### config.mk
export PLATFORM = sky130hd
export DESIGN_NAME = wb_sw_led
export DESIGN_NICKNAME = d
export VERILOG_FILES = /design/src/wb_soc_pkg.sv /design/src/wb_sw_led.sv
export SDC_FILE = /design/constraint.sdc
export NUM_CORES = 1
export LEC_CHECK = 0
export BUFFER_PORTS_ARGS = -buffer_cell sky130_fd_sc_hd__buf_2
export CAP_MARGIN = 10
export CORE_MARGIN = 8
export CORE_UTILIZATION = 30
export CTS_CLUSTER_SIZE = 14
export DETAILED_ROUTE_END_ITERATION = 6
export GPL_TIMING_DRIVEN = 0
export PLACE_DENSITY = 0.73
export SLEW_MARGIN = 20
export SYNTH_ARGS = -nofsm -noshare
export SYNTH_HDL_FRONTEND = slang
export SYNTH_SLANG_ARGS = --single-unit
### constraint.sdc
create_clock -name i_clk -period 2.2 [get_ports i_clk]
set_clock_uncertainty 0.05 [all_clocks]
set_input_delay 0.44 -clock i_clk [delete_from_list [all_inputs] [get_ports i_clk]]
set_output_delay 0.44 -clock i_clk [all_outputs]
set_load 0.05 [all_outputs]
### src/wb_soc_pkg.sv
`default_nettype none

package wb_soc_pkg;

    // bus widths
    localparam int ADDR_W = 30;
    localparam int DATA_W = 32;
    localparam int SEL_W  = DATA_W / 8;

    // region field of the word address
    localparam int REGION_MSB = 29;
    localparam int REGION_LSB = 21;
    localparam int REGION_W   = REGION_MSB - REGION_LSB + 1;

    // memory map
    localparam logic [REGION_W-1:0] RAM_REGION  = 9'h0;
    localparam logic [REGION_W-1:0] SYS_REGION  = 9'h1;
    localparam logic [ADDR_W-1:0]   SW_LED_ADDR = 30'h400001;

    // 1024 words, aliased across the RAM region
    localparam int RAM_AW = 10;

    // constant ID word of the system block
    localparam logic [DATA_W-1:0] SYS_ID_VALUE = 32'h20191028;

    // one master request
    typedef struct packed {
        logic              cyc;
        logic              stb;
        logic              we;
        logic [ADDR_W-1:0] addr;
        logic [DATA_W-1:0] data;
        logic [SEL_W-1:0]  sel;
    } wb_req_t;

    // response back toward a master
    typedef struct packed {
        logic              ack;
        logic              stall;
        logic              err;
        logic [DATA_W-1:0] data;
    } wb_rsp_t;

    // current bus owner of a priority arbiter
    typedef enum logic {
        OWNER_A = 1'b0,
        OWNER_B = 1'b1
    } owner_e;

    // word offsets inside the system block
    typedef enum logic [3:0] {
        SYS_ID      = 4'd0,
        SYS_SCRATCH = 4'd1,
        SYS_BUS_ERR = 4'd2,
        SYS_UPTIME  = 4'd3,
        SYS_IRQ     = 4'd4
    } sys_reg_e;

endpackage : wb_soc_pkg

`default_nettype wire

### src/wb_sw_led.sv
`default_nettype none

module wb_sw_led (
    input  wire logic                     i_clk,
    input  wire logic                     reset,
    input  wire logic                     i_stb,
    input  wire wb_soc_pkg::wb_req_t      i_req,
    input  wire logic [15:0]              i_switches,
    output logic                          o_ack,
    output logic [wb_soc_pkg::DATA_W-1:0] o_data,
    output logic [15:0]                   o_leds
);

    always_ff @(posedge i_clk) begin
        if (reset) begin
            o_ack  <= 1'b0;
            o_leds <= '0;
        end else begin
            o_ack <= i_stb;
            if (i_stb && i_req.we) begin
                o_leds <= i_req.data[15:0];
            end
        end
    end

    // leds in the upper half, switches in the lower
    always_ff @(posedge i_clk) begin
        if (i_stb) begin
            o_data <= {o_leds, i_switches};
        end
    end

endmodule : wb_sw_led

`default_nettype wire

==> metrics <==
outcome complete, no violations; Synth Area in Adders 0%; die width 92.17 um; max_slew headroom 50.35%; Worst Tran Pin Value 744.8 ps; vias per inst 4.422; Clock Latency Late Sink 300 ps; HP Class in2reg; initial DRC count 33; post-CTS setup-driven buffer insertion count 0; GR Overflow Total 0; Yosys top cell area share 55.21%; global route hottest layer met2; largest area contributor in the netlist edfxtp_1; nets 285; ANT nets after route 0; crit start category input port; mux cell area share after synthesis 0%; Post-CTS Resized 0; WS Path Type in2reg; final worst-path cycle share 69.40%; Clock Tree Buf Depth 2; CTS clock-pin slew for the worst setup and hold paths 90 ps; Post-synth top cells 32 x edfxtp_1, 17 x dfxtp_1, 16 x nand3_1, 13 x a21bo_1, 13 x a21oi_2; routability congestion estimate 0.7194; TritonCTS buffer count 5; Post-Place Setup Slack 297.0 ps; Compound-Gate Fraction of Synth Area 16.61%; Crit. End Element flop; io pins 137; reg2reg path depth 2; Power Density 827.9 nW/um2; Max-Cap Viols 0; Cell Rows 27; CTS tree built; die area 8494 um2; Final setup viols 0; core box area 5540 um2; xor/xnor share of the synthesized area 0%; NetSw 583.0 uW; Total Wirelength 4.372 mm; reg2reg end o_leds[15]; largest net degree at the start of global routing 34; Post-CTS Hold Fix Bufs 0; initial antenna violation count 0; setup TNS 0 ps; Total GRT Usage 10.27%; YS warnings 0; largest cells by area after synthesis edfxtp_1 55%, dfxtp_1 20%, a21bo_1 7.5%; Seq. cell area 1301 um2; post-layout minimum cycle time 1527 ps; peak supply drop 0.2912 mV; Synth Area in Simple Gates 4.960%; H-tree levels 2; largest family of logic cells by synthesized area compound AO/OA/AOI/OAI gates; Final Worst Setup Slack 673.2 ps; clk sinks 49; detailed placement HPWL 3.309 mm; Hold Path Origin i_switches[6]; Area Growth Syn to Fin 34.08%; Fin. Hold Viols 0; final slew viol count 0; switching share of power 30.18%; Pint 1.349 mW; fraction of layout cells with a size suffix above 1 58.08%; synthesized netlist cell count 107; Seq/Total Area, Yosys 74.77%; flop2flop setup slack 1350 ps; DRC 0; leak pwr 1.000 nW; FF+latch count, synth 49; most common cell in the synthesized netlist edfxtp_1; Multi-input gate area 375.4 um2; critical path arrival 1720 ps; M2 GR Usage 15.55%; asr flop ratio synth 0%; Critical Path Fanout Max 33; Seq pwr share 54.6%; Netlist cell types 11; via count 1194; Crit. Startpoint i_stb; # fillers 523; Worst EP required 2390 ps; Hold Path Stages 1; Post-Syn Area 1740 um2; number of synthesized flops with an enable pin 32; DR pass1 iterations 2; Starting Density 31.41%; Die Ht 92.17 um; Clock Power Share 26.8%; routing usage on met1 11.91%; vias in the first global route 1247; Gate power share 18.6%; met3 Use GR 5.297%; global-route wire length before repair 6.768 mm; Post-synth top flop edfxtp_1; input/output buffers 83; Worst Hold Path EP o_data[6]; worst reg2reg path startpoint o_leds[15]; Root Buffer clkbuf_8; RSZ-0062 raised after global routing false; Mapped Avg Cell Area 16.27 um2; ANT cells 0; Achievable Freq 0.6550 GHz; DR WL/cell 16.19 um; Mapped Nets 195
-- how the worst max path moves through the flow --
stage	to	slack, ps
finish	o_leds[7]	670
global route	o_leds[7]	520
CTS	o_leds[4]	630
detailed placement	o_leds[10]	300
global placement	o_leds[5]	350
floorplan	o_leds[13]	1080
-- critical path: stages --
cell,delay [ps]
buf_2,570
buf_6,210
buf_2,230
nand3_1,120
a21oi_2,120
-- cell type report --
class / count / area share, %
clock buffer: 6 / 3.110
tap: 72 / 3.861
buffer: 9 / 2.735
timing repair buffer: 83 / 17.80
multi-input combinational: 49 / 16.09
sequential: 49 / 55.76
clock inverter: 2 / 0.6434
-- metrics by stage --
stage	power, mW	hold WS, ps	instance area, um2	utilization, %	instances
finish	1.932	261.1	2333	42.12	270
global route	2.014	243.6	2333	42.12	270
CTS	1.967	247.2	2333	42.12	270
detailed placement	1.443	381.0	2246	40.54	262
global placement	1.437	381.3	2246	40.54	262
floorplan	1.331	488.9	1740	-	107
-- kinds of logic after synthesis --
family	after synthesis
compound gates	32
buf+inv	9
flops	49
simple gates	17
-- power by group through the flow --
stage,Sequential (mW),Clock [mW],Combinational [mW]
finish,1.06,0.517,0.360
global route,1.06,0.573,0.380
global placement,1.08,0,0.362
CTS,1.06,0.545,0.365
detailed placement,1.08,0,0.365
floorplan,1.27,0,0.0579
-- registers in the layout, indices dropped and copies added, names as in the netlist --
signal / cells
o_data: 32
o_leds: 16
o_ack: 1
-- cells in the final DEF (no fill, tap or decap) --
cell type,Yosys,layout
a21bo_1,13,13
a21bo_2,3,3
a21oi_1,3,3
clkbuf_8,0,5
clkbuf_1,0,1
clkbuf_2,1,1
clkinvlp_4,0,2
a21oi_2,13,13
buf_6,3,3
nand3_1,16,16
nor2b_1,1,1
buf_2,5,88
dfxtp_1,17,17
edfxtp_1,32,32
-- layer usage --
| metal | up-vias | wire length [um] |
|---|---|---|
| met5 | - | 0 |
| met1 | 546 | 1971 |
| met2 | 68 | 1827 |
| li1 | 574 | - |
| met4 | 0 | 63 |
| met3 | 6 | 508 |
No activity file was read; power rests on OpenSTA's default activity.
