<file path="config.mk">
export PLATFORM = sky130hd
export DESIGN_NAME = wb_pri_arbiter
export DESIGN_NICKNAME = d
export VERILOG_FILES = /design/src/wb_soc_pkg.sv /design/src/wb_pri_arbiter.sv
export SDC_FILE = /design/constraint.sdc
export NUM_CORES = 1
export LEC_CHECK = 0
export BUFFER_PORTS_ARGS = -buffer_cell sky130_fd_sc_hd__buf_2
export CAP_MARGIN = 10
export CORE_AREA = 5 5 118 120
export DETAILED_ROUTE_END_ITERATION = 8
export DIE_AREA = 0 0 123 125
export GPL_TIMING_DRIVEN = 0
export SLEW_MARGIN = 25
export SYNTH_ARGS = -nofsm -noshare
export SYNTH_HDL_FRONTEND = slang
export SYNTH_SLANG_ARGS = --single-unit
</file>
<file path="constraint.sdc">
create_clock -name i_clk -period 2.7 [get_ports i_clk]
set_input_delay 0.675 -clock i_clk [delete_from_list [all_inputs] [get_ports i_clk]]
set_output_delay 0.675 -clock i_clk [all_outputs]
set_load 0.01 [all_outputs]
</file>
<file path="src/wb_soc_pkg.sv">
`default_nettype none

package wb_soc_pkg;

    // bus widths
    localparam int ADDR_W = 30;
    localparam int DATA_W = 32;
    localparam int SEL_W  = DATA_W / 8;

    // region field of the word address
    localparam int REGION_MSB = 29;
    localparam int REGION_LSB = 21;
    localparam int REGION_W   = REGION_MSB - REGION_LSB + 1;

    // memory map
    localparam logic [REGION_W-1:0] RAM_REGION  = 9'h0;
    localparam logic [REGION_W-1:0] SYS_REGION  = 9'h1;
    localparam logic [ADDR_W-1:0]   SW_LED_ADDR = 30'h400001;

    // 1024 words, aliased across the RAM region
    localparam int RAM_AW = 10;

    // constant ID word of the system block
    localparam logic [DATA_W-1:0] SYS_ID_VALUE = 32'h20191028;

    // one master request
    typedef struct packed {
        logic              cyc;
        logic              stb;
        logic              we;
        logic [ADDR_W-1:0] addr;
        logic [DATA_W-1:0] data;
        logic [SEL_W-1:0]  sel;
    } wb_req_t;

    // response back toward a master
    typedef struct packed {
        logic              ack;
        logic              stall;
        logic              err;
        logic [DATA_W-1:0] data;
    } wb_rsp_t;

    // current bus owner of a priority arbiter
    typedef enum logic {
        OWNER_A = 1'b0,
        OWNER_B = 1'b1
    } owner_e;

    // word offsets inside the system block
    typedef enum logic [3:0] {
        SYS_ID      = 4'd0,
        SYS_SCRATCH = 4'd1,
        SYS_BUS_ERR = 4'd2,
        SYS_UPTIME  = 4'd3,
        SYS_IRQ     = 4'd4
    } sys_reg_e;

endpackage : wb_soc_pkg

`default_nettype wire

</file>
<file path="src/wb_pri_arbiter.sv">
`default_nettype none

module wb_pri_arbiter (
    input  wire logic                i_clk,
    input  wire logic                reset,
    input  wire wb_soc_pkg::wb_req_t i_a,
    input  wire wb_soc_pkg::wb_req_t i_b,
    input  wire wb_soc_pkg::wb_rsp_t i_rsp,
    output wb_soc_pkg::wb_rsp_t      o_a_rsp,
    output wb_soc_pkg::wb_rsp_t      o_b_rsp,
    output wb_soc_pkg::wb_req_t      o_req
);

    wb_soc_pkg::owner_e owner_q;
    wb_soc_pkg::owner_e grant;
    logic               owner_cyc;

    // owner keeps the bus for as long as it holds cyc
    always_comb begin
        owner_cyc = (owner_q == wb_soc_pkg::OWNER_A) ? i_a.cyc : i_b.cyc;
        if (owner_cyc) begin
            grant = owner_q;
        end else if (i_a.cyc || !i_b.cyc) begin
            // A first, and A parks the bus when both are idle
            grant = wb_soc_pkg::OWNER_A;
        end else begin
            grant = wb_soc_pkg::OWNER_B;
        end
    end

    always_ff @(posedge i_clk) begin
        if (reset) begin
            owner_q <= wb_soc_pkg::OWNER_A;
        end else begin
            owner_q <= grant;
        end
    end

    // merged request follows the grant with no delay
    assign o_req = (grant == wb_soc_pkg::OWNER_A) ? i_a : i_b;

    // read data goes to both sides; handshake only to the owner
    always_comb begin
        o_a_rsp.data  = i_rsp.data;
        o_b_rsp.data  = i_rsp.data;
        o_a_rsp.ack   = 1'b0;
        o_b_rsp.ack   = 1'b0;
        o_a_rsp.err   = 1'b0;
        o_b_rsp.err   = 1'b0;
        // a waiting master is held off, an idle one sees no stall
        o_a_rsp.stall = i_a.cyc;
        o_b_rsp.stall = i_b.cyc;
        if (grant == wb_soc_pkg::OWNER_A) begin
            o_a_rsp.ack   = i_rsp.ack;
            o_a_rsp.err   = i_rsp.err;
            o_a_rsp.stall = i_rsp.stall;
        end else begin
            o_b_rsp.ack   = i_rsp.ack;
            o_b_rsp.err   = i_rsp.err;
            o_b_rsp.stall = i_rsp.stall;
        end
    end

endmodule : wb_pri_arbiter

`default_nettype wire

</file>
==> impl_results.md <==
- Outcome: finished clean
- # fillers: 1442
- Initial antenna violation count: 0
- Synth Register Bits: 1
- Yosys cell types: 13
- Multi-input gate area: 835 um2
- Initial Utilization: between 10% and 20%
- Min-Delay Path Class: in2reg
- Core area: 12900 um2
- Int Pwr: 332 uW
- Final min period: approximately 2.4 ns
- First DRT Iteration DRCs: 28
- GP Congestion: 0.806
- Post-CTS Hold Buffers: 0
- Commonest non-fill, non-tap cell in the layout: buf_2
- Worst Max-Slew Pin Slew: 0.211 ns
- Synthesized area per cell: 9.25 um2
- DIE WIDTH: 123 um
- Crit path DAT: 1.77 ns
- Post-CTS Setup Repair Bufs: 0
- Max Slew Vio Count: 0
- CP Launch Point: i_a[68]
- Core Rows: 42
- Clock Skews: 0 ns
- Routed WL: 7630 um
- Overall Global Routing Usage: between 8 and 9%
- Reg area: 20.0 um2
- Layout cells sized above 1: 97.2%
- CP Max Fanout: 10
- Vias: 2093
- Seq pwr share: 2.9%
- Yosys warns: 0
- DRT antenna net count: 0
- RR Startpoint: owner_q
- Nets@finish: 612
- # resized after CTS: 0
- PwrDens: 182 nW/um2
- Clock group share of total power: 0%
- Via-to-Cell Ratio: 3.43
- GR Overflow Total: 0
- Unrepaired setup endpoints after global routing: no
- Static leakage: 0.00179 uW
- Worst EP required: 2.03 ns
- Sw frac: 40.1%
- Leading registers by flop count: owner_q (1)
- First-pass GRT wire length: 10600 um
- Setup violators final: 0
- Placed cells: between 600 and 700
- Sequential fraction of the synthesis area: roughly 1.4%
- Area grow syn2layout: 114%
- Antenna cells: 0
- Critical Path End Type: primary output
- Largest register FFs: 1
- Critical setup path kind: in2out
- Mean routed wirelength per cell: 12.5 um
- Fmax: 409 MHz
- # port buffers: 281
- Die height: 125 um
- Final core occ: around a quarter
- Register with the most flip-flops: owner_q
- Tcrit/Tclk final: 90.5%
- Dpl hpwl: between 7000 and 8000 um
- Largest net degree at the start of global routing: 11
- Logic pwr share: 97.1%
- Commonest cells after routing, fill and taps aside: buf_2, mux2_2, buf_4, buf_6
- Min-delay src: reset
- Hold Fails Final Rpt: 0
- Sw power: 222 uW
- DR pass1 iterations: 3
- Synth Cell Area: 1430 um2
- Die ar.: about 15000 um2
- CTS clock-pin slew for the worst setup and hold paths: 0 ns
- Drt drc: 0
- Mapped Cells: 154
- Final cell count without fillers: 611
- Worst vdd ir: roughly 71 uV
- Syn nets: 329
- Max_slew headroom: 85.9%
- Setup TNS: 0 ns
- IO Count: 314
- Vias in the first global route: 2179
- Clk_lat worst skew: 0 ns
- Maxcap violations: 0
- Worst setup SP type: input port
cells in the mapped netlist:
master	count	area (um2)
buf_4	64	480
and3_1	1	6.26
nand2b_2	1	8.76
nor2_1	2	7.51
mux2_2	68	766
inv_1	3	11.3
nand2_4	1	11.3
or2_2	1	6.26
and2_1	1	6.26
dfxtp_1	1	20.0
a21boi_0	1	7.51
buf_6	7	78.8
a21oi_1	3	15.0
worst paths after layout:
path	to	slack, ns	cells past startpoint
max	o_req[67]	0.26	6
min	owner_q	0.84	2
max reg2reg	owner_q	1.66	4
min reg2reg	owner_q	0.93	4
per-stage QoR:
stage	worst slack [ns]	cell area, um2	hold WS [ns]	power, uW
floorplan	0.629	1430	0.747	306
global placement	0.211	3050	0.832	559
detailed placement	0.214	3050	0.836	561
CTS	0.207	3050	0.840	563
global route	0.148	3050	0.852	600
finish	0.257	3050	0.837	554
power by group through the flow:
stage | registers [uW] | logic, uW | clock network (uW)
after floorplan | 16.0 | 290 | 0
after global placement | 16.1 | 543 | 0
after detailed placement | 16.2 | 545 | 0
after CTS | 16.1 | 547 | 0
after global routing | 16.2 | 584 | 0
final | 16.1 | 538 | 0
area by class of cell:
cell class	count	share of cell area [%]
buffer	71	18.3
inverter	3	0.369
sequential	1	0.656
timing repair buffer	281	46.1
multi-input combinational	79	27.3
tap	176	7.22
critical path, stage by stage:
cell and delay, ns:
buf_2 0.10, nand2b_2 0.10, nand2_4 0.21, buf_6 0.18
mux2_2 0.35, buf_2 0.15
per-layer routing:
metal	global-route usage [%]	part of all wire, %	vias up	wire length [um]
li1	-	-	1024	-
met1	10.5	37	907	2860
met2	15.9	49	160	3720
met3	1.45	13	2	1030
met4	0.130	0.22	0	17
met5	0	0	-	0
cell families (layout without fill, tap and decap cells):
group,count (synthesis),in the layout,share of synthesized area [%]
simple gates,7,7,3.25
mux,68,68,53.7
flops,1,1,1.40
buf+inv,74,355,40.0
compound gates,4,4,1.58
No activity file was read; power rests on OpenSTA's default activity.
