--- src/wb_soc_pkg.sv ---
`default_nettype none

package wb_soc_pkg;

    // bus widths
    localparam int ADDR_W = 30;
    localparam int DATA_W = 32;
    localparam int SEL_W  = DATA_W / 8;

    // region field of the word address
    localparam int REGION_MSB = 29;
    localparam int REGION_LSB = 21;
    localparam int REGION_W   = REGION_MSB - REGION_LSB + 1;

    // memory map
    localparam logic [REGION_W-1:0] RAM_REGION  = 9'h0;
    localparam logic [REGION_W-1:0] SYS_REGION  = 9'h1;
    localparam logic [ADDR_W-1:0]   SW_LED_ADDR = 30'h400001;

    // 1024 words, aliased across the RAM region
    localparam int RAM_AW = 10;

    // constant ID word of the system block
    localparam logic [DATA_W-1:0] SYS_ID_VALUE = 32'h20191028;

    // one master request
    typedef struct packed {
        logic              cyc;
        logic              stb;
        logic              we;
        logic [ADDR_W-1:0] addr;
        logic [DATA_W-1:0] data;
        logic [SEL_W-1:0]  sel;
    } wb_req_t;

    // response back toward a master
    typedef struct packed {
        logic              ack;
        logic              stall;
        logic              err;
        logic [DATA_W-1:0] data;
    } wb_rsp_t;

    // current bus owner of a priority arbiter
    typedef enum logic {
        OWNER_A = 1'b0,
        OWNER_B = 1'b1
    } owner_e;

    // word offsets inside the system block
    typedef enum logic [3:0] {
        SYS_ID      = 4'd0,
        SYS_SCRATCH = 4'd1,
        SYS_BUS_ERR = 4'd2,
        SYS_UPTIME  = 4'd3,
        SYS_IRQ     = 4'd4
    } sys_reg_e;

endpackage : wb_soc_pkg

`default_nettype wire

--- src/wb_addr_decode.sv ---
`default_nettype none

module wb_addr_decode (
    input  wire logic                              i_clk,
    input  wire logic                              reset,
    input  wire wb_soc_pkg::wb_req_t               i_req,
    input  wire logic                              i_ram_ack,
    input  wire logic [wb_soc_pkg::DATA_W-1:0]     i_ram_data,
    input  wire logic                              i_sys_ack,
    input  wire logic [wb_soc_pkg::DATA_W-1:0]     i_sys_data,
    input  wire logic                              i_led_ack,
    input  wire logic [wb_soc_pkg::DATA_W-1:0]     i_led_data,
    output wb_soc_pkg::wb_rsp_t                    o_rsp,
    output logic                                   o_ram_stb,
    output logic                                   o_sys_stb,
    output logic                                   o_led_stb,
    output logic                                   o_bus_err
);

    logic [wb_soc_pkg::REGION_W-1:0] region;
    logic                            ram_sel;
    logic                            sys_sel;
    logic                            led_sel;
    logic                            none_sel;
    logic                            req_stb;
    logic                            ack_q;
    logic                            err_q;
    logic [wb_soc_pkg::DATA_W-1:0]   data_q;

    assign region = i_req.addr[wb_soc_pkg::REGION_MSB:wb_soc_pkg::REGION_LSB];

    // RAM and system block own whole regions, the port a single word
    assign ram_sel  = (region == wb_soc_pkg::RAM_REGION);
    assign sys_sel  = (region == wb_soc_pkg::SYS_REGION);
    assign led_sel  = (i_req.addr == wb_soc_pkg::SW_LED_ADDR);
    assign none_sel = !ram_sel && !sys_sel && !led_sel;

    assign req_stb = i_req.cyc && i_req.stb;

    assign o_ram_stb = req_stb && ram_sel;
    assign o_sys_stb = req_stb && sys_sel;
    assign o_led_stb = req_stb && led_sel;

    // handshake flags
    always_ff @(posedge i_clk) begin
        if (reset) begin
            ack_q <= 1'b0;
            err_q <= 1'b0;
        end else begin
            ack_q <= i_ram_ack || i_sys_ack || i_led_ack;
            err_q <= req_stb && none_sel;
        end
    end

    // read data, zero when no slave answers
    always_ff @(posedge i_clk) begin
        if (i_ram_ack) begin
            data_q <= i_ram_data;
        end else if (i_sys_ack) begin
            data_q <= i_sys_data;
        end else if (i_led_ack) begin
            data_q <= i_led_data;
        end else begin
            data_q <= '0;
        end
    end

    // system block latches the failing address off this pulse
    assign o_bus_err = err_q;

    always_comb begin
        o_rsp.ack  = ack_q;
        o_rsp.err  = err_q;
        o_rsp.data = data_q;
        // every slave answers in one cycle, so the merged stall stays low
        o_rsp.stall = 1'b0;
    end

endmodule : wb_addr_decode

`default_nettype wire

--- config.mk ---
export PLATFORM = sky130hd
export DESIGN_NAME = wb_addr_decode
export DESIGN_NICKNAME = d
export VERILOG_FILES = /design/src/wb_soc_pkg.sv /design/src/wb_addr_decode.sv
export SDC_FILE = /design/constraint.sdc
export NUM_CORES = 1
export LEC_CHECK = 0
export BUFFER_PORTS_ARGS = -buffer_cell sky130_fd_sc_hd__buf_2
export CORE_AREA = 2 2 80 82
export DETAILED_ROUTE_END_ITERATION = 16
export DIE_AREA = 0 0 82 84
export PLACE_DENSITY = 0.7
export REMOVE_ABC_BUFFERS = 1
export SETUP_SLACK_MARGIN = 0.3
export SLEW_MARGIN = 30
export SYNTH_ARGS = -nofsm -noshare
export SYNTH_HDL_FRONTEND = slang
export SYNTH_SLANG_ARGS = --single-unit
--- constraint.sdc ---
create_clock -name i_clk -period 2.2 [get_ports i_clk]
set_input_delay 0.44 -clock i_clk [delete_from_list [all_inputs] [get_ports i_clk]]
set_output_delay 0.44 -clock i_clk [all_outputs]
set_load 0.005 [all_outputs]
==> key figures <==
Critical path
  – Crit-path cells: buf_6 > or4_4 > or4_4 > nor3_2 > buf_2
  – CP max stage delay: 550 ps
  – WP data required: ~1800 ps
  – Crit path buf inv count: 2
  – Setup CP Type: in2out
  – Worst path most repeated cell: or4_4
  – Critical Path Sink Type: output port
  – Startpoint type of the worst setup path: primary input
  – Worst Path Max Fanout: 2
  – CP delay by family, top: simple AND/OR/NAND/NOR gates
  – Crit-path slowest cell: or4_4
  – Crit path DAT: 1840 ps

Synth
  – Post-synthesis mux area share: 0%
  – Synth cell types: 21
  – Most common cell in the netlist: dfxtp_1
  – Main combinational cell family by area after synthesis: compound AO/OA/AOI/OAI gates
  – Synthesized cell area: ~0.0014 mm^2
  – Post-synth top cells: 34 x dfxtp_1, 33 x nand2_1, 32 x o21ai_0
  – Synth Warn #: 0
  – Post-synthesis sequential area ratio: 48.0%
  – Synth area leader: dfxtp_1
  – Cells after synthesis: 170
  – Register bit total from synthesis: 34
  – Post-synth ARST share: 0%
  – Mean area per synthesized cell: between 8 and 9 um^2
  – Main synth FF type: dfxtp_1
  – Simple-gate portion of the synthesized area: 17.5%
  – Synth Area in XOR/XNOR: 0%
  – Compound-Gate Fraction of Synth Area: 28.7%
  – Post-synthesis adder-cell area fraction: 0%
  – EDFF count, synth: 0
  – Synth top area share: between 40% and 50%
  – Synth top area cells: dfxtp_1 48%, a22oi_1 16%, o21ai_0 11%, nand2_1 8.7%, clkbuf_1 3.7%

Final layout
  – Post-Layout Cell Count: about 410
  – Multi-input gate area: between 600 and 700 um^2
  – Util after Layout: 40.1%
  – Antenna diode count: 0
  – Reg area: just under 700 um^2
  – Fill count: between 600 and 700
  – Area growth syn-to-layout: 72.3%
  – Nets@finish: 503
  – Share of cells above drive strength 1: 56.3%

Timing
  – Hold slack: 327 ps
  – Slew HR: roughly 54%
  – Min Tclk post-route: around 2300 ps
  – Final WS setup: -75.4 ps
  – RSZ-0062 raised after global routing: true
  – Final worst-path cycle share: 103%
  – Worst slew pin tran: a little under 700 ps
  – Max Freq: 0.439 GHz
  – Setup_tns: -75.4 ps
  – Final hold vios: 0
  – Final setup viols: 1
  – Max Transition Viols Final: 0

Power and ir drop
  – Peak VDD IR: approximately 0.2 mV
  – Pwr Total: 1.45 mW
  – Part of the power in registers: 46.9%
  – LEAKAGE: approximately 1.3 nW
  – Pwr/cell area: roughly 590 mW/mm^2
  – Sw frac: 25.2%
  – Comb power frac: between 20% and 30%
  – Internal power: about 1.1 mW
  – Switch Pwr: 364 uW
  – Clock network fraction of total power: 33.0%

Global route
  – GRT Total Usage: 14.8%
  – Pin count of the biggest net entering global routing: 35
  – First-pass GRT wire length: about 7900 um
  – Initial antenna violation count: 0
  – Remaining Overflow, GRT: 0
  – Vias in the first global route: 1731

Clock tree
  – Cts hold-fix bufs: 0
  – Clk slew on worst S/H paths: ~70 ps
  – Root Driver: clkbuf_8
  – Clock Tree Buf Depth: 2
  – CTS tree: yes
  – Number of H-tree levels: 2
  – Clock sinks: 34
  – Num CTS Buffers: 5

Placement
  – HPWL Detailed: 3980 um
  – Port bufs: 170
  – Placed Instances: between 400 and 500
  – GP Congestion: about 0.74

Drt
  – Post-route ant nets: 0
  – Vias: about 1900
  – Detailed Route Iter0 Violations: 58
  – Via density: approximately 4.5
  – Drt pass-1 iters: 4
  – # DRC: 0
  – Avg WL per Cell: between 10 and 15 um
  – Final wirelength: 5090 um

Run status
  – Failing checks: setup timing
  – Status: complete, but fails checks

Job
  – Maxcap violations: 0

Floorplan
  – Core footprint: 0.00610 mm^2
  – Die Ht: ~84 um
  – I/O pin count: 209
  – Die area: between 0.006 and 0.007 mm^2
  – Row Count: 29
  – Die Span X: approximately 82 um
  – Initial Util: between 20% and 30%

Min path
  – Hold Path Cell Cnt: 2
  – Worst hold endpoint: ack_q
  – Worst hold path type: in2reg
  – Hold path start: reset
## worst max-delay path by stage
| stage | startpoint | endpoint | slack (ps) | cells past startpoint |
|---|---|---|---|---|
| after floorplan | i_req[62] | o_led_stb | 50 | 3 |
| after global placement | i_req[62] | o_led_stb | -160 | 5 |
| after detailed placement | i_req[62] | o_led_stb | -160 | 5 |
| after CTS | i_req[44] | o_led_stb | -70 | 5 |
| after global routing | i_req[44] | o_led_stb | -100 | 5 |
| final | i_req[44] | o_led_stb | -80 | 5 |
## metrics by stage
| step | setup slack (ps) | instance area, um^2 |
|---|---|---|
| after detailed placement | -155 | 2320 |
| after CTS | -69.3 | 2440 |
| final | -75.4 | 2440 |
| after global routing | -96.3 | 2440 |
| after global placement | -162 | 2320 |
| after floorplan | 48.4 | 1340 |
## cell families (layout without fill, tap and decap cells)
logic type / count (synthesis) / in the layout
compound gates: 65 / 65
buf+inv: 18 / 182
flops: 34 / 34
other cells: 1 / 1
simple gates: 52 / 52
## placed cells by master (no fill, tap or decap)
| cell type | instances |
|---|---|
| conb_1 | 1 |
| nor4_1 | 2 |
| nand4_1 | 1 |
| or3_4 | 1 |
| a22oi_1 | 31 |
| or4_4 | 3 |
| nor4bb_1 | 1 |
| or4_1 | 1 |
| nor3_2 | 2 |
| buf_2 | 168 |
| nor2b_2 | 1 |
| nor2_1 | 2 |
| nor3_1 | 3 |
| o21ai_0 | 32 |
| o211a_1 | 1 |
| clkinv_2 | 1 |
| buf_6 | 2 |
| dfxtp_1 | 34 |
| nand2_1 | 33 |
| and3b_1 | 1 |
| buf_4 | 3 |
| or3_1 | 1 |
| inv_1 | 1 |
| clkinvlp_4 | 1 |
| a21oi_1 | 1 |
| clkbuf_8 | 6 |
## power by group through the flow
stage	clock network (mW)	registers (mW)	logic [mW]
floorplan	0	0.703	0.0685
global placement	0	0.692	0.284
detailed placement	0	0.693	0.291
CTS	0.507	0.679	0.296
global route	0.530	0.683	0.332
finish	0.478	0.678	0.290
## metal layers
| metal | share of wire, % | global-route usage, % | up-vias |
|---|---|---|---|
| li1 | - | - | 938 |
| met3 | 12 | 4.65 | 7 |
| met4 | 1.6 | 5.00 | 0 |
| met1 | 38 | 15.1 | 812 |
| met5 | 0 | 0 | - |
| met2 | 49 | 27.5 | 103 |
## timing repair
action	CTS	global route
buffers inserted	0	0
gates resized for setup	7	0
endpoints found under the setup margin	3	3
pin swaps	4	1
endpoints found under the hold margin	0	0
## flip-flops by register name, summed over array words and instances, names as in the netlist
register / flops
ack_q: 1
o_bus_err: 1
data_q: 32
## layout make-up
cell class | instances | area share [%]
flip-flops and latches | 34 | 27.8
well taps | 77 | 3.94
clock inverters | 2 | 0.512
clock buffers | 6 | 3.38
repair buffers | 173 | 36.2
multi-input cells | 118 | 27.9
inverters | 1 | 0.154
Power figures use the tool's default switching activity.
