`src/wb_soc_pkg.sv`:
```
`default_nettype none

package wb_soc_pkg;

    // bus widths
    localparam int ADDR_W = 30;
    localparam int DATA_W = 32;
    localparam int SEL_W  = DATA_W / 8;

    // region field of the word address
    localparam int REGION_MSB = 29;
    localparam int REGION_LSB = 21;
    localparam int REGION_W   = REGION_MSB - REGION_LSB + 1;

    // memory map
    localparam logic [REGION_W-1:0] RAM_REGION  = 9'h0;
    localparam logic [REGION_W-1:0] SYS_REGION  = 9'h1;
    localparam logic [ADDR_W-1:0]   SW_LED_ADDR = 30'h400001;

    // 1024 words, aliased across the RAM region
    localparam int RAM_AW = 10;

    // constant ID word of the system block
    localparam logic [DATA_W-1:0] SYS_ID_VALUE = 32'h20191028;

    // one master request
    typedef struct packed {
        logic              cyc;
        logic              stb;
        logic              we;
        logic [ADDR_W-1:0] addr;
        logic [DATA_W-1:0] data;
        logic [SEL_W-1:0]  sel;
    } wb_req_t;

    // response back toward a master
    typedef struct packed {
        logic              ack;
        logic              stall;
        logic              err;
        logic [DATA_W-1:0] data;
    } wb_rsp_t;

    // current bus owner of a priority arbiter
    typedef enum logic {
        OWNER_A = 1'b0,
        OWNER_B = 1'b1
    } owner_e;

    // word offsets inside the system block
    typedef enum logic [3:0] {
        SYS_ID      = 4'd0,
        SYS_SCRATCH = 4'd1,
        SYS_BUS_ERR = 4'd2,
        SYS_UPTIME  = 4'd3,
        SYS_IRQ     = 4'd4
    } sys_reg_e;

endpackage : wb_soc_pkg

`default_nettype wire

```
`src/wb_sys_regs.sv`:
```
`default_nettype none

module wb_sys_regs (
    input  wire logic                          i_clk,
    input  wire logic                          reset,
    input  wire logic                          i_stb,
    input  wire wb_soc_pkg::wb_req_t           i_req,
    input  wire logic                          i_bus_err,
    input  wire logic [wb_soc_pkg::ADDR_W-1:0] i_err_addr,
    output logic                               o_ack,
    output logic [wb_soc_pkg::DATA_W-1:0]      o_data,
    output logic                               o_irq
);

    wb_soc_pkg::sys_reg_e          offset;
    logic [wb_soc_pkg::DATA_W-1:0] scratch;
    logic [wb_soc_pkg::ADDR_W-1:0] err_addr;
    logic [31:0]                   uptime;
    logic [31:0]                   uptime_inc;

    assign offset = wb_soc_pkg::sys_reg_e'(i_req.addr[3:0]);

    always_ff @(posedge i_clk) begin
        if (reset) begin
            o_ack <= 1'b0;
            o_irq <= 1'b0;
        end else begin
            o_ack <= i_stb;
            if (i_stb && i_req.we && offset == wb_soc_pkg::SYS_IRQ) begin
                o_irq <= i_req.data[0];
            end
        end
    end

    always_ff @(posedge i_clk) begin
        if (i_stb && i_req.we && offset == wb_soc_pkg::SYS_SCRATCH) begin
            scratch <= i_req.data;
        end
    end

    // last unmapped word address
    always_ff @(posedge i_clk) begin
        if (reset) begin
            err_addr <= '0;
        end else if (i_bus_err) begin
            err_addr <= i_err_addr;
        end
    end

    // top bit sticks once reached, low bits wrap
    assign uptime_inc = uptime + 32'd1;

    always_ff @(posedge i_clk) begin
        if (reset) begin
            uptime <= '0;
        end else begin
            uptime <= {uptime[31] | uptime_inc[31], uptime_inc[30:0]};
        end
    end

    always_ff @(posedge i_clk) begin
        if (i_stb) begin
            case (offset)
                wb_soc_pkg::SYS_ID:      o_data <= wb_soc_pkg::SYS_ID_VALUE;
                wb_soc_pkg::SYS_SCRATCH: o_data <= scratch;
                wb_soc_pkg::SYS_BUS_ERR: o_data <= {err_addr, 2'b00};
                wb_soc_pkg::SYS_UPTIME:  o_data <= uptime;
                wb_soc_pkg::SYS_IRQ:     o_data <= {31'd0, o_irq};
                default:                 o_data <= '0;
            endcase
        end
    end

endmodule : wb_sys_regs

`default_nettype wire

```
`config.mk`:
```
export PLATFORM = sky130hd
export DESIGN_NAME = wb_sys_regs
export DESIGN_NICKNAME = d
export VERILOG_FILES = /design/src/wb_soc_pkg.sv /design/src/wb_sys_regs.sv
export SDC_FILE = /design/constraint.sdc
export NUM_CORES = 1
export LEC_CHECK = 0
export BUFFER_PORTS_ARGS = -buffer_cell sky130_fd_sc_hd__buf_2
export CORE_ASPECT_RATIO = 1.25
export CORE_UTILIZATION = 53
export DETAILED_ROUTE_END_ITERATION = 10
export PLACE_DENSITY = 0.87
export SYNTH_ARGS = -nofsm -noshare
export SYNTH_HDL_FRONTEND = slang
export SYNTH_SLANG_ARGS = --single-unit
```
`constraint.sdc`:
```
create_clock -name i_clk -period 5.5 [get_ports i_clk]
set_input_delay 1.1 -clock i_clk [delete_from_list [all_inputs] [get_ports i_clk]]
set_output_delay 1.1 -clock i_clk [all_outputs]
set_load 0.02 [all_outputs]
```
==> results of run 1 <==
## sequential cells by signal, indices dropped and copies added (netlist names)
name	count
scratch	32
o_data	32
o_irq	1
err_addr	30
o_ack	1
uptime	32
## cells by family (layout without fill, tap and decap cells)
| group | Yosys count | count (layout) | synth area share, % |
|---|---|---|---|
| buf+inv | 33 | 144 | 2.49 |
| xor+xnor | 11 | 11 | 1.83 |
| flops | 128 | 128 | 60.8 |
| compound gates | 75 | 75 | 8.64 |
| mux | 63 | 63 | 12.5 |
| fa+ha+maj | 1 | 1 | 0.237 |
| simple gates | 140 | 140 | 13.5 |
| other cells | 0 | 2 | 0 |
## cells in the mapped netlist (4+ instances only)
cell type,instances
nor2_1,69
buf_1,4
xnor2_1,8
edfxtp_1,64
dfxtp_1,64
a21oi_1,25
o31ai_1,9
or4_1,9
inv_1,5
a22oi_1,23
o21ai_0,18
clkbuf_1,23
nor4_1,4
mux2_2,23
or3_1,6
mux2i_1,40
nand2_1,13
nand3_1,12
## metal layers
layer	track usage [%]	share of wire, %
met3	6.60	4.4
met5	0	0
met1	23.4	36
met4	17.0	4.1
met2	43.4	56
## per-stage QoR
step / setup WS [ns] / instance area, sq um / hold slack, ns
floorplan: 0.890 / 5270 / 0.427
global placement: 2.58 / 5860 / 0.441
detailed placement: 2.53 / 5860 / 0.474
CTS: 2.96 / 6420 / 0.488
global route: 2.86 / 6430 / 0.508
finish: 2.96 / 6430 / 0.494
## power by group through the flow
stage	Clock [mW]	Combinational, mW	Sequential [mW]
after floorplan	0	0.0675	1.08
after global placement	0	0.135	1.06
after detailed placement	0	0.140	1.07
after CTS	1.07	0.141	1.05
after global routing	1.11	0.152	1.05
final	1.06	0.140	1.05
## path summary, 6_finish.rpt
path | endpoint | slack, ns | cells after the start
hold reg to reg | uptime[31] | 0.49 | 2
setup / recovery | scratch[28] | 2.96 | 4
hold / removal | uptime[31] | 0.49 | 2
setup reg to reg | uptime[28] | 3.22 | 5
## worst max-delay path, stage by stage
cell,delay [ns]
buf_2,0.64
nand2_1,0.21
nor3_2,0.20
buf_4,0.42
## final cells by class
class	count	share of cell area (%)
sequential	128	49.8
multi-input combinational	290	30.2
timing repair buffer	107	8.45
clock buffer	18	6.67
tap	126	2.45
clock inverter	14	2.06
inverter	5	0.292
antenna	2	0.0778
## layout by cell type (no fill, tap or decap), types with 8 or more instances in the layout
cell type,instances
xnor2_1,8
o21ai_0,18
dfxtp_1,64
o31ai_1,9
mux2_2,23
a22oi_1,23
buf_2,104
nand2_1,13
edfxtp_1,64
nor2_1,69
clkbuf_16,17
a21oi_1,25
nand3_1,12
or4_1,9
mux2i_1,40
==> impl_metrics.env, run 1 <==
export IMPL_grtUsageTotal_pct=23.9
export IMPL_ys_flop_type="edfxtp_1"
export IMPL_synth_area_per_cell_sq_um=11.7
export IMPL_clk_insertion_delay_late_ns=0.41
export IMPL_globalplace_congestion=0.829
export IMPL_wl_mm=12.0
export IMPL_ys_types=37
export IMPL_core_area_sq_um=9660
export IMPL_initial_utilization_pct=54.6
export IMPL_hold_class="flip-flop to flip-flop"
export IMPL_synth_top_cell_by_area="edfxtp_1"
export IMPL_fp_dieW_um=91.2
export IMPL_ys_warnings_count=0
export IMPL_tns_ns=0
export IMPL_power_density_nw_per_um2=349
export IMPL_cts_resized=0
export IMPL_grt_pass1_wl_mm=18.6
export IMPL_drv_cap=0
export IMPL_place_inst=656
export IMPL_worstPathRequired_ns=5.56
export IMPL_synth_edf_count=64
export IMPL_syn_inst=451
export IMPL_vias=3884
export IMPL_die_area_sq_um=10300
export IMPL_htreeDepth=4
export IMPL_drive_above_1_share_pct=30.1
export IMPL_outcome="finished, final reports clean"
export IMPL_area_growth_pct=22.0
export IMPL_min_from="uptime[31]"
export IMPL_crit_arrival_ns=2.60
export IMPL_ant_nets=0
export IMPL_cts_tree="built"
export IMPL_fin_nets=653
export IMPL_ios=137
export IMPL_tightest_slew_ns=1.17
export IMPL_synth_top_area_share_pct=36.5
export IMPL_cp_end_kind="flip-flop"
export IMPL_postCtsSetupBuffers=0
export IMPL_leakagePower_nw=2.51
export IMPL_setup_viol=0
export IMPL_route_detailed_drc=0
export IMPL_cts_buffer_depth=2
export IMPL_grt_setup_unrepaired="false"
export IMPL_period_share_pct=46.2
export IMPL_pwr_share_clk_pct=47.1
export IMPL_p_sw_share_pct=23.4
export IMPL_reg2reg_from="uptime[0]"
export IMPL_seq_area_sq_um=3200
export IMPL_p_sw_uw=524
export IMPL_holdBufCountCts=0
export IMPL_cts_buffers=17
export IMPL_cts_root_buffer="clkbuf_16"
export IMPL_setup_worst_path_start_class="primary input"
export IMPL_crit_start="i_req[36]"
export IMPL_grt_max_degree=66
export IMPL_die_h_um=113
export IMPL_cts_sinks=128
export IMPL_n_fill_cell=700
export IMPL_peakVddDrop_mv=0.236
export IMPL_portBuffers=104
export IMPL_rows=40
export IMPL_crit_fanout=34
export IMPL_viasPerCell=5.63
export IMPL_wl_per_cell_um=17.3
export IMPL_p_comb_share_pct=6.2
export IMPL_grt_pass1_vias=3935
export IMPL_first_iter_violations=311
export IMPL_syn_nets=555
export IMPL_finalNonFillerCells=690
export IMPL_overflow=0
export IMPL_clkSlewWorstSetupHoldPaths_ns=0.06
export IMPL_seq_area_frac_synth_pct=60.8
export IMPL_maxSlewHeadroom_pct=22.0
export IMPL_crit_type="primary input to flip-flop"
export IMPL_intPower_mw=1.72
export IMPL_seq_power_share_pct=46.7
export IMPL_period_needed_ns=2.54
export IMPL_slew_viol_final=0
export IMPL_antenna_found_initial=2
export IMPL_ys_seq_elements=128
export IMPL_skew_ns=0.00780
export IMPL_synth_async_sr_flop_share_pct=0
export IMPL_first_pass_iters=6
export IMPL_finalPower_mw=2.24
export IMPL_synth_area_top_cells="edfxtp_1 36%, dfxtp_1 24%, mux2i_1 7.6%, mux2_2 4.9%, nor2_1 4.9%"
export IMPL_finalHoldViolCount=0
export IMPL_hpwl_mm=7.74
export IMPL_fmax_mhz=393
export IMPL_fin_util_pct=66.6
export IMPL_multi_input_area_sq_um=1940
export IMPL_netlist_area_sq_um=5270
Power figures use the tool's default switching activity.
==> run 2, diff against run 1 <==
Clock period 5.5 ns to 2.35 ns, I/O delays scaled along.
==> impl_metrics.env, run 2 (synthesized netlist as in run 1, its figures left out) <==
export IMPL_p_sw_share_pct=20.3
export IMPL_multi_input_area_sq_um=1950
export IMPL_core_area_sq_um=9660
export IMPL_crit_family="simple AND/OR/NAND/NOR gates"
export IMPL_tns_ns=0
export IMPL_cts_tree="built"
export IMPL_path_cells="ha_2, nand4_4, or4_4, or4_1, a21oi_1"
export IMPL_seq_power_share_pct=43.1
export IMPL_die_area_sq_um=10300
export IMPL_seq_area_sq_um=3200
export IMPL_grt_pass1_vias=4078
export IMPL_cts_sinks=128
export IMPL_postCtsSetupBuffers=0
export IMPL_grt_setup_unrepaired="false"
export IMPL_setup_viol=0
export IMPL_clkSlewWorstSetupHoldPaths_ns=0.06
export IMPL_pwr_share_clk_pct=50.6
export IMPL_mostFrequentLayoutCell="buf_2"
export IMPL_initial_utilization_pct=54.6
export IMPL_rows=40
export IMPL_wl_per_cell_um=18.2
export IMPL_wl_mm=12.8
export IMPL_worstPathRequired_ns=2.68
export IMPL_peakVddDrop_mv=0.675
export IMPL_first_pass_iters=5
export IMPL_die_h_um=113
export IMPL_top_regs="o_data: 32 flops, scratch: 32 flops, uptime: 32 flops"
export IMPL_vias=4016
export IMPL_cts_root_buffer="clkbuf_16"
export IMPL_grt_max_degree=34
export IMPL_cts_buffers=17
export IMPL_area_growth_pct=26.2
export IMPL_crit_type="flip-flop to flip-flop"
export IMPL_setup_worst_path_start_class="flip-flop"
export IMPL_n_fill_cell=658
export IMPL_route_detailed_drc=0
export IMPL_tightest_slew_ns=0.634
export IMPL_max_stage_delay_ns=0.55
export IMPL_drive_above_1_share_pct=31.3
export IMPL_power_density_nw_per_um2=854
export IMPL_slew_viol_final=0
export IMPL_antenna_found_initial=0
export IMPL_hpwl_mm=8.64
export IMPL_fin_nets=666
export IMPL_first_iter_violations=236
export IMPL_grtUsageTotal_pct=25.6
export IMPL_critical_path_buf_inv_count=0
export IMPL_globalplace_congestion=0.871
export IMPL_ant_nets=0
export IMPL_intPower_mw=4.53
export IMPL_crit_slowest_cell="or4_4"
export IMPL_ios=137
export IMPL_overflow=0
export IMPL_final_cell_mix="104 x buf_2, 69 x nor2_1, 64 x dfxtp_1, 64 x edfxtp_1, 40 x mux2i_1"
export IMPL_fmax_mhz=458
export IMPL_maxSlewHeadroom_pct=57.7
export IMPL_hold_ws_ns=0.231
export IMPL_hold_class="primary input to flip-flop"
export IMPL_outcome="finished, final reports clean"
export IMPL_htreeDepth=4
export IMPL_viasPerCell=5.73
export IMPL_period_share_pct=92.9
export IMPL_cp_end_kind="flip-flop"
export IMPL_fp_dieW_um=91.2
export IMPL_p_sw_mw=1.15
export IMPL_cts_buffer_depth=2
export IMPL_drv_cap=0
export IMPL_period_needed_ns=2.18
export IMPL_p_comb_share_pct=6.3
export IMPL_leakagePower_nw=2.63
export IMPL_finalHoldViolCount=0
export IMPL_crit_fanout=14
export IMPL_portBuffers=104
export IMPL_grt_pass1_wl_mm=19.8
export IMPL_skew_ns=0.00664
export IMPL_clk_insertion_delay_late_ns=0.41
export IMPL_crit_arrival_ns=2.52
export IMPL_num_antenna_cells=0
## run 2: cell types whose count changed in the layout (fill, tap and decap cells not counted), moves of 3 or more
| cell | change |
|---|---|
| inv_6 | -6 |
| bufinv_16 | +4 |
| clkbuf_8 | +3 |
| buf_4 | +11 |
## run 2: stage by stage
step	utilization, %	worst slack (ns)	area (sq um)	instances	total power [mW]
floorplan	-	0.0689	5280	451	2.68
global placement	62.0	0.214	5990	669	2.83
detailed placement	62.0	0.118	5990	669	2.85
CTS	68.8	0.0993	6650	701	5.71
global route	68.9	0.0637	6650	701	5.83
finish	68.9	0.168	6650	701	5.68
## run 2: power groups by stage
stage	Clock, mW	Combinational [mW]	Sequential (mW)
global route	2.99	0.380	2.45
finish	2.87	0.356	2.45
detailed placement	0	0.353	2.49
global placement	0	0.340	2.49
CTS	2.90	0.356	2.45
floorplan	0	0.160	2.52
## run 2: cell type report
cell class                 count  share of cell area [%]
multi-input combinational    290                    29.3
tap                          126                    2.37
clock inverter                10                    2.75
inverter                       5                   0.282
timing repair buffer         120                    10.0
sequential                   128                    48.2
clock buffer                  22                    7.13
## run 2: routing by layer
layer | global-route usage (%) | wire length [um] | vias to the layer above
li1 | - | - | 1884
met1 | 26.7 | 4650 | 1928
met2 | 45.7 | 6850 | 165
met3 | 5.53 | 668 | 39
met4 | 18.0 | 614 | 0
met5 | 0 | 0 | -
## run 2: path summary, 6_finish.rpt
path	startpoint	to	slack, ns	cells after the start
setup / recovery	uptime[1]	uptime[28]	0.17	5
hold / removal	i_req[13]	scratch[9]	0.23	1
setup reg to reg	uptime[1]	uptime[28]	0.17	5
hold reg to reg	uptime[31]	uptime[31]	0.47	2
## run 2: what timing repair did
action                                  CTS  global route
endpoints found under the setup margin    0             1
hold buffers                              0             0
gates resized for setup                   0             1
